### config.mk
export PLATFORM = sky130hd
export DESIGN_NAME = decompress_top
export DESIGN_NICKNAME = d
export VERILOG_FILES = /design/src/hw/decompress_pkg.sv /design/src/hw/decompress_ctrl.sv /design/src/hw/decompress_lanes.sv /design/src/hw/decompress_top.sv /design/src/hw/piso_multi.sv
export VERILOG_INCLUDE_DIRS = /design/src /design/src/hw
export SDC_FILE = /design/constraint.sdc
export NUM_CORES = 1
export LEC_CHECK = 0
export BUFFER_PORTS_ARGS = -buffer_cell sky130_fd_sc_hd__buf_2
export CAP_MARGIN = 10
export CORE_ASPECT_RATIO = 0.9
export CORE_UTILIZATION = 40
export DETAILED_ROUTE_END_ITERATION = 8
export SYNTH_ARGS = -nofsm -noshare
export SYNTH_HDL_FRONTEND = slang
export SYNTH_SLANG_ARGS = --single-unit
### constraint.sdc
create_clock -name clk -period 12.3 [get_ports clk]
set_input_delay 1.23 -clock clk [delete_from_list [all_inputs] [get_ports clk]]
set_output_delay 1.23 -clock clk [all_outputs]
set_load 0.01 [all_outputs]
### src/hw/decompress_defines.svh
`ifndef DECOMPRESS_DEFINES_SVH
`define DECOMPRESS_DEFINES_SVH

// Memory address width shared by source and destination
`define DCMP_ADDR_W 15

// Source memory returns one word of this width per read
`define DCMP_RD_W 64

// Coefficients written per clock
`define DCMP_COEFF_PER_CLK 4

// Width of a decompressed coefficient
`define DCMP_COEFF_W 12

// Destination lane width, upper bits are zero padding
`define DCMP_LANE_W 24

// ML-KEM modulus
`define DCMP_Q 3329

// Coefficients per polynomial
`define DCMP_N 256

// Re-chunking buffer width
// One full read word plus the widest group (4 x 12 bits)
`define DCMP_PISO_W 112

`endif

### src/hw/decompress_pkg.sv
`include "decompress_defines.svh"

package decompress_pkg;

    // Compression width d selected per job
    typedef enum logic [1:0] {
        MODE_D1  = 2'd0,
        MODE_D5  = 2'd1,
        MODE_D11 = 2'd2,
        MODE_D12 = 2'd3
    } decompress_mode_t;

    // Destination write port
    typedef struct packed {
        logic                    wr_en;
        logic [`DCMP_ADDR_W-1:0] addr;
    } mem_wr_req_t;

    // Four decompressed coefficients
    typedef logic [`DCMP_COEFF_PER_CLK-1:0][`DCMP_COEFF_W-1:0] coeff_vec_t;

    // Four zero-padded memory lanes, 96 bits
    typedef logic [`DCMP_COEFF_PER_CLK-1:0][`DCMP_LANE_W-1:0] wr_data_t;

    // Widest buffer group, only the low 4*d bits are meaningful
    typedef logic [`DCMP_COEFF_PER_CLK*`DCMP_COEFF_W-1:0] group_t;

    // Bits per compressed coefficient for a mode
    function automatic logic [3:0] mode_bits(decompress_mode_t mode);
        logic [3:0] d;
        case (mode)
            MODE_D1:  d = 4'd1;
            MODE_D5:  d = 4'd5;
            MODE_D11: d = 4'd11;
            MODE_D12: d = 4'd12;
            default:  d = 4'd12;
        endcase
        return d;
    endfunction

endpackage

### src/hw/decompress_ctrl.sv
`include "decompress_defines.svh"

module decompress_ctrl (
    input  logic                        clk,
    input  logic                        reset_n,
    input  logic                        zeroize_i,
    input  logic                        start_i,
    input  logic [2:0]                  num_poly_i,
    input  logic [`DCMP_ADDR_W-1:0]     dest_base_i,
    input  logic                        wr_valid_i,
    output decompress_pkg::mem_wr_req_t wr_req_o,
    output logic                        last_o
);

    localparam int unsigned WR_PER_POLY = `DCMP_N / `DCMP_COEFF_PER_CLK;
    // Up to seven polynomials fit in the num_poly field
    localparam int unsigned CNT_W = $clog2(7 * WR_PER_POLY + 1);

    logic [CNT_W-1:0]        wr_total;
    logic [CNT_W-1:0]        wr_cnt_q;
    logic [`DCMP_ADDR_W-1:0] wr_addr_q;
    logic                    last_q;

    assign wr_total = CNT_W'(num_poly_i) * CNT_W'(WR_PER_POLY);

    always_ff @(posedge clk) begin
        if (!reset_n || zeroize_i) begin
            wr_addr_q <= '0;
            wr_cnt_q  <= '0;
            last_q    <= 1'b0;
        end else if (start_i) begin
            wr_addr_q <= dest_base_i;
            wr_cnt_q  <= '0;
            last_q    <= 1'b0;
        end else begin
            if (wr_valid_i) begin
                wr_addr_q <= wr_addr_q + `DCMP_ADDR_W'(1);
                wr_cnt_q  <= wr_cnt_q + CNT_W'(1);
            end
            // Flag lands one cycle after the final write
            last_q <= wr_valid_i && (wr_cnt_q == wr_total - CNT_W'(1));
        end
    end

    assign wr_req_o.wr_en = wr_valid_i;
    assign wr_req_o.addr  = wr_addr_q;
    assign last_o         = last_q;

    // Buffer must run dry exactly at the job's write count
    a_no_extra_write: assert property (
        @(posedge clk) disable iff (!reset_n || zeroize_i)
        wr_valid_i |-> (wr_cnt_q < wr_total)
    ) else $error("decompress_ctrl: write beyond job total");

endmodule

### src/hw/decompress_lanes.sv
`include "decompress_defines.svh"

module decompress_lanes (
    input  decompress_pkg::decompress_mode_t mode_i,
    input  decompress_pkg::group_t           group_i,
    output decompress_pkg::wr_data_t         data_o
);
    import decompress_pkg::*;

    localparam int unsigned NC     = `DCMP_COEFF_PER_CLK;
    localparam int unsigned CW     = `DCMP_COEFF_W;
    // 12-bit field times a 12-bit modulus plus rounding fits in 24 bits
    localparam int unsigned PROD_W = 2 * CW;

    logic [3:0]                 d_bits;
    logic [CW-1:0]              field_mask;
    logic [PROD_W-1:0]          round_c;
    logic [NC-1:0][CW-1:0]      field;
    logic [NC-1:0][PROD_W-1:0]  prod;
    coeff_vec_t                 coeff;

    assign d_bits     = mode_bits(mode_i);
    assign field_mask = CW'((PROD_W'(1) << d_bits) - PROD_W'(1));
    // Half an LSB of the output, 2^(d-1)
    assign round_c    = PROD_W'(1) << (d_bits - 4'd1);

    for (genvar i = 0; i < NC; i++) begin : g_lane
        // Coefficients are packed LSB first, d bits each
        assign field[i] = CW'(group_i >> (i * d_bits)) & field_mask;

        assign prod[i]  = PROD_W'(field[i]) * PROD_W'(`DCMP_Q) + round_c;

        // round(x * q / 2^d)
        assign coeff[i] = CW'(prod[i] >> d_bits);

        assign data_o[i] = `DCMP_LANE_W'(coeff[i]);
    end

endmodule

### src/hw/decompress_top.sv
`include "decompress_defines.svh"

module decompress_top (
    input  logic                             clk,
    input  logic                             reset_n,
    input  logic                             zeroize_i,

    // Job setup, held stable until done
    input  logic                             start_i,
    input  decompress_pkg::decompress_mode_t mode_i,
    input  logic [2:0]                       num_poly_i,
    input  logic [`DCMP_ADDR_W-1:0]          src_base_i,
    input  logic [`DCMP_ADDR_W-1:0]          dest_base_i,

    // Source memory, data returns one cycle after rd_en
    output logic                             rd_en_o,
    output logic [`DCMP_ADDR_W-1:0]          rd_addr_o,
    input  logic [`DCMP_RD_W-1:0]            rd_data_i,

    // Destination memory, always accepts
    output decompress_pkg::mem_wr_req_t      wr_req_o,
    output decompress_pkg::wr_data_t         wr_data_o,

    output logic                             done_o
);
    import decompress_pkg::*;

    logic                    busy_q;
    logic                    piso_valid_q;
    logic                    piso_hold;
    logic                    grp_valid;
    group_t                  group;
    logic                    wr_last;
    logic [3:0]              d_bits;
    logic [`DCMP_ADDR_W-1:0] rd_addr_q;
    logic [`DCMP_ADDR_W-1:0] rd_words;
    logic                    read_done;

    assign done_o = busy_q & wr_last;

    always_ff @(posedge clk) begin
        if (!reset_n || zeroize_i) begin
            busy_q <= 1'b0;
        end else if (start_i) begin
            busy_q <= 1'b1;
        end else if (done_o) begin
            busy_q <= 1'b0;
        end
    end

    // Each polynomial takes N*d bits of source, d*4 words of 64 bits
    assign d_bits    = mode_bits(mode_i);
    assign rd_words  = `DCMP_ADDR_W'(num_poly_i) * `DCMP_ADDR_W'(d_bits)
                     * `DCMP_ADDR_W'(`DCMP_N / `DCMP_RD_W);
    assign read_done = (rd_addr_q == src_base_i + rd_words);

    assign rd_en_o   = busy_q & ~read_done & ~piso_hold;
    assign rd_addr_o = rd_addr_q;

    always_ff @(posedge clk) begin
        if (!reset_n || zeroize_i) begin
            rd_addr_q <= '0;
        end else if (start_i) begin
            rd_addr_q <= src_base_i;
        end else if (rd_en_o) begin
            rd_addr_q <= rd_addr_q + `DCMP_ADDR_W'(1);
        end
    end

    // Marks the cycle rd_data_i carries a requested word
    always_ff @(posedge clk) begin
        if (!reset_n || zeroize_i) begin
            piso_valid_q <= 1'b0;
        end else begin
            piso_valid_q <= rd_en_o;
        end
    end

    piso_multi u_piso (
        .clk       (clk),
        .reset_n   (reset_n),
        .zeroize_i (zeroize_i),
        .mode_i    (mode_i),
        .valid_i   (piso_valid_q),
        .data_i    (rd_data_i),
        .hold_o    (piso_hold),
        .valid_o   (grp_valid),
        .data_o    (group)
    );

    // Same-cycle path from group to write data
    decompress_lanes u_lanes (
        .mode_i  (mode_i),
        .group_i (group),
        .data_o  (wr_data_o)
    );

    decompress_ctrl u_ctrl (
        .clk         (clk),
        .reset_n     (reset_n),
        .zeroize_i   (zeroize_i),
        .start_i     (start_i),
        .num_poly_i  (num_poly_i),
        .dest_base_i (dest_base_i),
        .wr_valid_i  (grp_valid),
        .wr_req_o    (wr_req_o),
        .last_o      (wr_last)
    );

    // Idle engine is silent on both ports, buffer must be drained by done
    a_idle_quiet: assert property (
        @(posedge clk) disable iff (!reset_n || zeroize_i)
        !busy_q |-> (!rd_en_o && !wr_req_o.wr_en)
    ) else $error("decompress_top: memory strobe while idle");

endmodule

### src/hw/piso_multi.sv
`include "decompress_defines.svh"

module piso_multi (
    input  logic                             clk,
    input  logic                             reset_n,
    input  logic                             zeroize_i,
    input  decompress_pkg::decompress_mode_t mode_i,
    input  logic                             valid_i,
    input  logic [`DCMP_RD_W-1:0]            data_i,
    output logic                             hold_o,
    output logic                             valid_o,
    output decompress_pkg::group_t           data_o
);
    import decompress_pkg::*;

    localparam int unsigned BUF_W  = `DCMP_PISO_W;
    localparam int unsigned CNT_W  = $clog2(BUF_W + 1);
    // One spare bit so an overflowing fill stays visible
    localparam int unsigned SUM_W  = CNT_W + 1;
    localparam int unsigned GRP_W  = `DCMP_COEFF_PER_CLK * `DCMP_COEFF_W;
    localparam int unsigned GBIT_W = $clog2(GRP_W + 1);

    logic [BUF_W-1:0]  shift_q;
    logic [BUF_W-1:0]  shift_kept;
    logic [BUF_W-1:0]  shift_next;
    logic [CNT_W-1:0]  fill_q;
    logic [CNT_W-1:0]  fill_kept;
    logic [SUM_W-1:0]  fill_sum;
    logic [CNT_W-1:0]  fill_next;
    logic [GBIT_W-1:0] grp_bits;
    logic              valid_q;

    // 4*d bits leave per group
    assign grp_bits = GBIT_W'(mode_bits(mode_i)) * GBIT_W'(`DCMP_COEFF_PER_CLK);

    // Drop the group being emitted this cycle from the bottom
    always_comb begin
        if (valid_q) begin
            shift_kept = shift_q >> grp_bits;
            fill_kept  = fill_q - CNT_W'(grp_bits);
        end else begin
            shift_kept = shift_q;
            fill_kept  = fill_q;
        end
    end

    // New word lands directly above whatever remains
    always_comb begin
        shift_next = shift_kept;
        fill_sum   = SUM_W'(fill_kept);
        if (valid_i) begin
            shift_next = shift_kept | (BUF_W'(data_i) << fill_kept);
            fill_sum   = SUM_W'(fill_kept) + SUM_W'(`DCMP_RD_W);
        end
    end

    assign fill_next = CNT_W'(fill_sum);

    // Stall reads unless a full word still fits after this cycle's update,
    // so the word requested now is always captured next cycle
    assign hold_o = fill_next > CNT_W'(BUF_W - `DCMP_RD_W);

    always_ff @(posedge clk) begin
        if (!reset_n || zeroize_i) begin
            shift_q <= '0;
            fill_q  <= '0;
            valid_q <= 1'b0;
        end else begin
            shift_q <= shift_next;
            fill_q  <= fill_next;
            // Group ready as soon as 4*d bits sit in the buffer
            valid_q <= fill_next >= CNT_W'(grp_bits);
        end
    end

    assign valid_o = valid_q;
    assign data_o  = shift_q[GRP_W-1:0];

    // Read pacing from the top must never overrun the buffer
    a_fill_bound: assert property (
        @(posedge clk) disable iff (!reset_n || zeroize_i)
        fill_sum <= SUM_W'(BUF_W)
    ) else $error("piso_multi: fill count exceeds buffer width");

endmodule

Yosys cells after proc, flatten, opt, wreduce, memory -nomap -nowiden. Index checks and enable logic that the tools add are counted.

Bits in registers: 162. Bits in writable memories: 0. Bits in latches: 0. Bits of input ports: 103. Memories: 0. ROM bits: 0. Word-level logic and storage cells: 75.

Shift operators: 11. Add/sub/neg operators: 13. Order comparisons: 2. Bitwise gates (word level): 10. Div/mod/pow operators: 0. Multipliers: 6. Equality and inequality tests: 5. Reduce and logical (&&, ||, !) cells: 8. Mux-type cells: 11.

Operators by type and width (number): two-way mux 112 bit (2); bitwise OR 112 bit (1); left shift 64 x 7 -> 112 bit (1); >> shifter 112 x 6 -> 112 bit (1); adder 24 bit (4); multiplier 12 x 12 -> 24 bit, second input constant (4); >> shifter 24 x 4 -> 12 bit (4); two-way mux 15 bit (4); AND 12 bit (4); >> shifter 48 x 4 -> 12 bit (1); >> shifter 48 x 5 -> 12 bit (1); >> shifter 48 x 6 -> 12 bit (1); adder 15 x 1 -> 15 bit, second input constant (2); left shift 1 x 4 -> 24 bit, first input constant (1); one-hot mux 4 bit (4 select lines) (1); adder 15 x 9 -> 15 bit (1); == test 15 bit (1); two-way mux 7 bit (2); left shift 1 x 4 -> 12 bit, first input constant (1); subtractor 12 x 2 -> 12 bit, second input constant (1); adder 9 x 1 -> 9 bit, second input constant (1); == test 9 bit (1); subtractor 9 x 1 -> 9 bit, second input constant (1); adder 7 bit, second input constant (1); other kinds (17) (24).

Depth between registers and ports, before layout. Gate-level depths: netlist (run 1).

Depth in word-level cells: 11. Mapped depth: 37. Mapped depth without buffers: 29.

Modules after synthesis. A second synthesis (run 1) with hierarchy kept.

Cell total of the unflattened synthesis: 3442. Area total of the unflattened synthesis: 28828.9 um^2.

Modules (own cells, without submodules): decompress_lanes (cells an instance 1829, instances 1, area an instance 14710.4 um^2); piso_multi (cells an instance 1212, instances 1, area an instance 10861.7 um^2); decompress_top (cells an instance 252, instances 1, area an instance 1989.4 um^2); decompress_ctrl (cells an instance 149, instances 1, area an instance 1267.5 um^2).

Worst setup path after synthesis (run 1). OpenSTA, ideal clock, no wires.

Path kind: input -> output. Start point: input port mode_i[0]. End point: output port wr_data_o[81] (netlist bit). Setup slack: 1983 ps. Cell stages on the path: 33. Required time: 11070 ps. Data arrival time: 9087 ps. Path buffers: 9. Path through: buf_2 buf_2 buf_2 buf_2 buf_1 clkbuf_1 nand2_1 ha_1 clkbuf_1 clkbuf_1 mux2i_1 nand2_1 a311oi_1 o21ai_0 a21oi_1 ha_1 fa_1 ha_1 inv_1 fa_1 inv_1 ha_1 ha_1 buf_2 and2_4 a221o_1 a21o_1 a221o_1 a221oi_2 xnor2_1 o32a_1 o21ai_1 a211oi_1.

RTL lines: start: declaration (RTL line decompress_top.sv:10) `input decompress_pkg::decompress_mode_t mode_i,`; end: declaration (RTL line decompress_top.sv:22) `output decompress_pkg::wr_data_t wr_data_o,`.

==> results by group, run 1 <==
Status
  – Status: complete, no violations

Critical path
  – Worst reg2reg setup slack: 7.86 ns
  – CP Max Fanout: 103
  – Crit. End Element: output port
  – RR Startpoint: u_piso.fill_q[2]$_SDFF_PP0_
  – Worst path required time: 11.07 ns
  – Reg2Reg Depth: 13
  – Startpoint type of the worst setup path: input port
  – CP arrival: 9.69 ns
  – WS Path Type: in2out
  – FF-to-FF End: u_piso.shift_q[9]$_SDFF_PP0_

Cells and area
  – Multi-input gate area: 24300 um2
  – Layout fillers: 7517
  – Cell Count, Final, Fillers Out: 4766
  – # nets final: 4397
  – Share of cells above drive strength 1: 11.7%
  – Synth-to-Final Area Change: 6.45%
  – Post-layout util: 43.2%
  – FF+latch area: 3200 um2
  – Inserted Diodes: 0

Synth
  – Post-synthesis compound-gate area fraction: 21.0%
  – Syn Area/Cell: 7.83 um2
  – Synth Area in XOR/XNOR: 4.15%
  – Post-Syn Instances: 3796
  – Post-synth EDFFs: 0
  – Post-synthesis mux area share: 16.7%
  – Synth Flop Type: dfxtp_1
  – Adder-cell share of the synthesized area: 23.0%
  – Netlist cell types: 101
  – Mapped Area: 29700 um2
  – Post-synth ARST share: 0%
  – Simple-gate portion of the synthesized area: 16.0%
  – FF+latch count, synth: 160
  – Largest family of logic cells by synthesized area: adder cells
  – Sequential share of the synthesized area: 10.8%
  – Yosys warns: 0

Global route
  – Largest net degree at the start of global routing: 104
  – First-pass GRT wire length: 160000 um
  – All-Layer GR Usage: 26.9%
  – Vias in the first global route: 26.7k
  – Gr ovfl total: 0
  – Initial antenna violation count: 3

Clocking
  – Hold Buf Count CTS: 0
  – CTS resizes: 0
  – Total CTS buffers: 17
  – Clock transition at path regs: 0.07 ns
  – Max clock buf depth: 2
  – CTS root buf: clkbuf_16
  – Clk Latency, worst-skew pair: 0.45 ns
  – H-Tree Level Count: 4
  – # Post-CTS Setup Buffers: 0
  – Sink Count: 160
  – TritonCTS clock tree: yes

Placement
  – RePlAce Congestion: 0.944
  – Placed cell count: 4734
  – Post-place setup slack: 1.56 ns
  – Buffers added on ports: 183
  – Hpwl dp: 77600 um

Floorplan
  – Core area: 73300 um2
  – Initial Utilization: 40.6%
  – Full die area: 75400 um2
  – Die height: 261 um
  – Die width: 289 um
  – Rows: 94
  – Io pins: 232

Route
  – Drt initial violations: 3170
  – Wire per inst: 21.7 um
  – DR DRC count: 0
  – Via count: 28.9k
  – DRT Wirelength: 104000 um
  – Final ANT Viol Nets: 0
  – Post-DR vias/cell: 6.07
  – 1st-pass router iterations: 5

STA
  – Worst Setup Slack, final: 1.38 ns
  – Worst-Margin Slew: 1.12 ns
  – Final setup fails: 0
  – RSZ-0062 raised after global routing: no
  – Min cycle time layout: 10.92 ns
  – Fin. Hold Viols: 0
  – Clock skew: 0.0187 ns
  – Setup Total Neg Slack: 0 ns
  – Max Clock Freq: 0.0916 GHz
  – Max transition margin: 24.8%
  – Max Slew Vio Count: 0
  – Final worst-path cycle share: 88.8%

Pwr
  – Max VDD drop: 0.0699 mV
  – Pwr Density: 81.1 nW/um2
  – Cell leakage power: 14.7 nW

Min path
  – Hold EP: busy_q$_SDFFE_PP0P_
  – Hold Crit Class: reg2reg
  – Hold Path Stages: 2
  – HP Start: busy_q$_SDFFE_PP0P_

Run
  – Max_cap viols: 0
[critical path: stages]
cell      delay, ns
buf_8          0.50
nand2_1        0.24
ha_2           0.98
buf_4          0.40
mux2i_1        0.34
or2_2          0.16
o211ai_1       0.08
o21ai_0        0.14
a21oi_1        0.09
o21ai_0        0.54
ha_1           0.37
fa_1           0.46
ha_1           0.30
fa_1           0.50
inv_1          0.05
fa_1           0.47
inv_1          0.04
ha_1           0.38
o21ai_0        0.46
a21oi_1        0.14
a211oi_1       0.53
o21bai_1       0.16
a21oi_1        0.22
xor2_1         0.12
a211oi_1       0.43
buf_2          0.21
[placed cells by master, fill, tap and decap left out, types with 72 or more instances in the layout]
cell | netlist | final
a21oi_1 | 358 | 358
buf_2 | 59 | 181
dfxtp_1 | 160 | 159
fa_1 | 77 | 77
ha_1 | 424 | 422
inv_1 | 250 | 250
mux2i_1 | 258 | 257
mux4_2 | 98 | 98
nand2_1 | 335 | 334
nand3_1 | 77 | 77
nor2_1 | 399 | 399
nor3_1 | 72 | 72
o21ai_0 | 152 | 152
xnor2_1 | 92 | 92
[kinds of logic (layout without fill, tap and decap cells)]
family          Yosys count  in the layout
simple gates           1067           1067
compound gates          976            976
buf+inv                 578            522
fa+ha+maj               501            501
mux                     372            372
flops                   160            160
xor+xnor                140            140
other cells               2             68
[metrics by stage]
stage / power (mW) / hold slack [ns] / instance area (um2)
after global routing: 2.73 / 0.516 / 31600
after detailed placement: 1.96 / 0.489 / 31000
after CTS: 2.55 / 0.502 / 31600
after floorplan: 1.57 / 0.470 / 30000
final: 2.57 / 0.501 / 31600
after global placement: 1.96 / 0.485 / 31000
[cell usage after synthesis (all sizes together), types with 13 or more instances]
cell type  count  area share, %
a21oi        362            6.1
o21bai        13           0.34
a211oi        57            1.5
clkbuf       160            2.0
xor2          47            1.4
and3          36           0.76
a221oi        29           0.90
nor4          13           0.29
o21a          17           0.43
nor3          77            1.4
nor2b         20           0.42
ha           424             18
dfxtp        160             11
nand3         77            1.3
inv          256            3.2
mux4          98            7.4
a31oi         32           0.80
o211ai        42            1.1
a22o          20           0.59
and2          22           0.47
mux2          16           0.61
nand2        335            4.2
o22ai         49            1.0
xnor2         93            2.8
a22oi         20           0.51
nor2         402            5.1
o21ai        182            3.1
a21o          44            1.1
nand4         18           0.38
buf          158            3.0
nand2b        24           0.51
mux2i        258            8.7
fa            77            5.2
[where the power goes]
group          switching (mW)  internal [mW]  total (mW)
Combinational           0.912          0.511        1.42
Sequential             0.0267          0.531       0.558
Clock                   0.253          0.331       0.584
Total                    1.19           1.37        2.57
[layer usage]
metal / vias to the layer above / global-route usage [%] / wire [um] / share of wire [%]
met5: - / 0 / 13 / 0.013
met4: 2 / 7.25 / 2500 / 2.4
met3: 156 / 4.22 / 9290 / 9.0
met2: 1372 / 40.5 / 44700 / 43
met1: 13800 / 39.3 / 47100 / 46
li1: 13600 / - / - / -
[state kept, by name, summed over array words and instances (netlist names)]
name              flops
u_piso.valid_o        1
rd_addr_o            15
u_ctrl.wr_addr_q     15
u_ctrl.wr_cnt_q       9
u_piso.fill_q         5
piso_valid_q          1
u_ctrl.last_o         1
busy_q                1
u_piso.shift_q      112
[how the worst max path moves through the flow]
stage,endpoint,depth (start not counted),startpoint,slack (ns)
2_1_floorplan,wr_data_o[81],33,mode_i[0],1.98
3_3_place_gp,wr_data_o[81],28,mode_i[1],1.58
3_5_place_dp,wr_data_o[82],26,mode_i[1],1.56
4_1_cts,wr_data_o[82],26,mode_i[1],1.50
5_1_grt,wr_data_o[82],26,mode_i[1],0.85
6_report,wr_data_o[82],26,mode_i[1],1.38
[final cells by class]
| type | count | share of cell area (%) |
|---|---|---|
| Sequential cell | 160 | 10.1 |
| Inverter | 260 | 3.09 |
| Timing Repair Buffer | 230 | 4.07 |
| Clock inverter | 12 | 0.530 |
| Tap cell | 960 | 3.80 |
| Multi-Input combinational cell | 3124 | 77.0 |
| Clock buffer | 20 | 1.41 |
Power figures use the tool's default switching activity.
==> inputs of run 2 (changes only) <==
clock period = 9.4 ns   (was 12.3 ns; I/O delays follow)
==> results by group, run 2 (synthesis gave the netlist of run 1 again) <==
Cells and area
  – Commonest non-fill, non-tap cell in the layout: ha_1
  – Commonest non-fill, non-tap cells in the layout: ha_1, nor2_1, a21oi_1
  – Cell Count, Final, Fillers Out: 4797
  – Synth-to-Final Area Change: 7.42%
  – # nets final: 4428
  – Most flops, register: u_piso.shift_q
  – Max reg flops: 112
  – Share of cells above drive strength 1: 12.5%
  – Inserted Diodes: 0
  – Layout fillers: 7490

Min path
  – Hold Crit Class: reg2reg
  – HP Start: busy_q$_SDFFE_PP0P_
  – Hold Path Stages: 2
  – Hold EP: busy_q$_SDFFE_PP0P_

Floorplan
  – Rows: 94
  – Die width: 289 um
  – Initial Utilization: 40.6%
  – Full die area: 75400 um2
  – Core area: 73300 um2
  – Die height: 261 um
  – Io pins: 232

Pwr
  – Pwr Density: 105 nW/um2
  – Max VDD drop: 0.0980 mV
  – Cell leakage power: 14.9 nW

STA
  – Max Clock Freq: 0.112 GHz
  – Worst-Margin Slew: 1.15 ns
  – Fin. Hold Viols: 0
  – Max transition margin: 23.4%
  – Clock skew: 0.0152 ns
  – RSZ-0062 raised after global routing: no
  – Final worst-path cycle share: 95.1%
  – Min cycle time layout: 8.94 ns
  – Final setup fails: 0
  – Setup Total Neg Slack: 0 ns
  – Max Slew Vio Count: 0

Critical path
  – Worst reg2reg setup slack: 4.58 ns
  – Critical path's slowest cell: a221oi_1
  – Worst path required time: 8.46 ns
  – Crit. End Element: output port
  – FF-to-FF End: u_piso.shift_q[9]$_SDFF_PP0_
  – CP delay by family, top: adder cells
  – Crit path buffers/inverters: 9
  – Reg2Reg Depth: 10
  – Startpoint type of the worst setup path: input port
  – Crit-path max cell delay: 0.75 ns
  – CP Max Fanout: 32
  – RR Startpoint: u_piso.valid_o$_SDFF_PP0_
  – CP arrival: 8.00 ns
  – WS Path Type: in2out

Global route
  – Vias in the first global route: 26.6k
  – Largest net degree at the start of global routing: 136
  – All-Layer GR Usage: 27.2%
  – Gr ovfl total: 0
  – First-pass GRT wire length: 161000 um
  – Initial antenna violation count: 2

Clocking
  – CTS root buf: clkbuf_16
  – CTS resizes: 0
  – TritonCTS clock tree: yes
  – Hold Buf Count CTS: 0
  – Clock transition at path regs: 0.06 ns
  – Sink Count: 160
  – Clk Latency, worst-skew pair: 0.45 ns
  – # Post-CTS Setup Buffers: 0
  – Total CTS buffers: 17
  – Max clock buf depth: 2
  – H-Tree Level Count: 4

Route
  – Wire per inst: 21.9 um
  – Final ANT Viol Nets: 0
  – DRT Wirelength: 105000 um
  – Drt initial violations: 2875
  – Post-DR vias/cell: 6.05
  – Via count: 29.0k
  – DR DRC count: 0
  – 1st-pass router iterations: 7

Status
  – Status: complete, no violations

Placement
  – RePlAce Congestion: 0.981
  – Hpwl dp: 80500 um
  – Placed cell count: 4765
  – Buffers added on ports: 183

Run
  – Max_cap viols: 0
## run 2: cell count changes in the layout (fill, tap and decap cells not counted), sizes merged
cell	previous run	this run
buf	230	261
inv	264	260
clkinv	5	8
clkbuf	20	21
## run 2: worst max-delay path by stage
stage	startpoint	end	slack, ns	cells after the start
finish	mode_i[0]	wr_data_o[31]	0.46	27
global route	mode_i[0]	wr_data_o[57]	0.19	30
CTS	mode_i[0]	wr_data_o[81]	0.22	28
detailed placement	mode_i[0]	wr_data_o[81]	0.23	28
global placement	mode_i[0]	wr_data_o[81]	0.25	28
floorplan	mode_i[0]	wr_data_o[81]	0.04	33
## run 2: stage by stage
| step | setup slack (ns) | power, mW | instance area, um2 | util (%) | hold slack [ns] |
|---|---|---|---|---|---|
| detailed placement | 0.228 | 2.58 | 31300 | 42.7 | 0.489 |
| finish | 0.458 | 3.36 | 31900 | 43.6 | 0.500 |
| global route | 0.194 | 3.56 | 31900 | 43.6 | 0.537 |
| CTS | 0.223 | 3.33 | 31900 | 43.5 | 0.506 |
| floorplan | 0.0416 | 2.06 | 30000 | - | 0.470 |
| global placement | 0.245 | 2.58 | 31300 | 42.7 | 0.487 |
## run 2: area by class of cell
type	count	area, um2	share of cell area, %
clock buffer	21	460	1.44
clock inverter	11	153	0.478
inverter	260	978	3.07
multi-input combinational	3124	24400	76.3
sequential	160	3200	10.0
tap	960	1200	3.76
timing repair buffer	261	1560	4.88
## run 2: where the power goes
part	switching [mW]	leakage, nW	internal, mW
Combinational	1.20	13.3	0.681
Clock	0.318	0.302	0.435
Sequential	0.0340	1.29	0.696
Total	1.55	14.9	1.81
## run 2: worst min-delay path, cell delays in order, from the launching register on
cell	delay, ns
dfxtp_1	0.33
nand2b_1	0.07
a21oi_1	0.05
## run 2: layer usage
layer  part of all wire [%]  GRT usage [%]  up-vias
met4                    2.7           7.47        2
met2                     43           40.9     1394
met5                  0.012              0        -
li1                       -              -    13700
met1                     45           39.4    13800
met3                    8.9           5.16      188
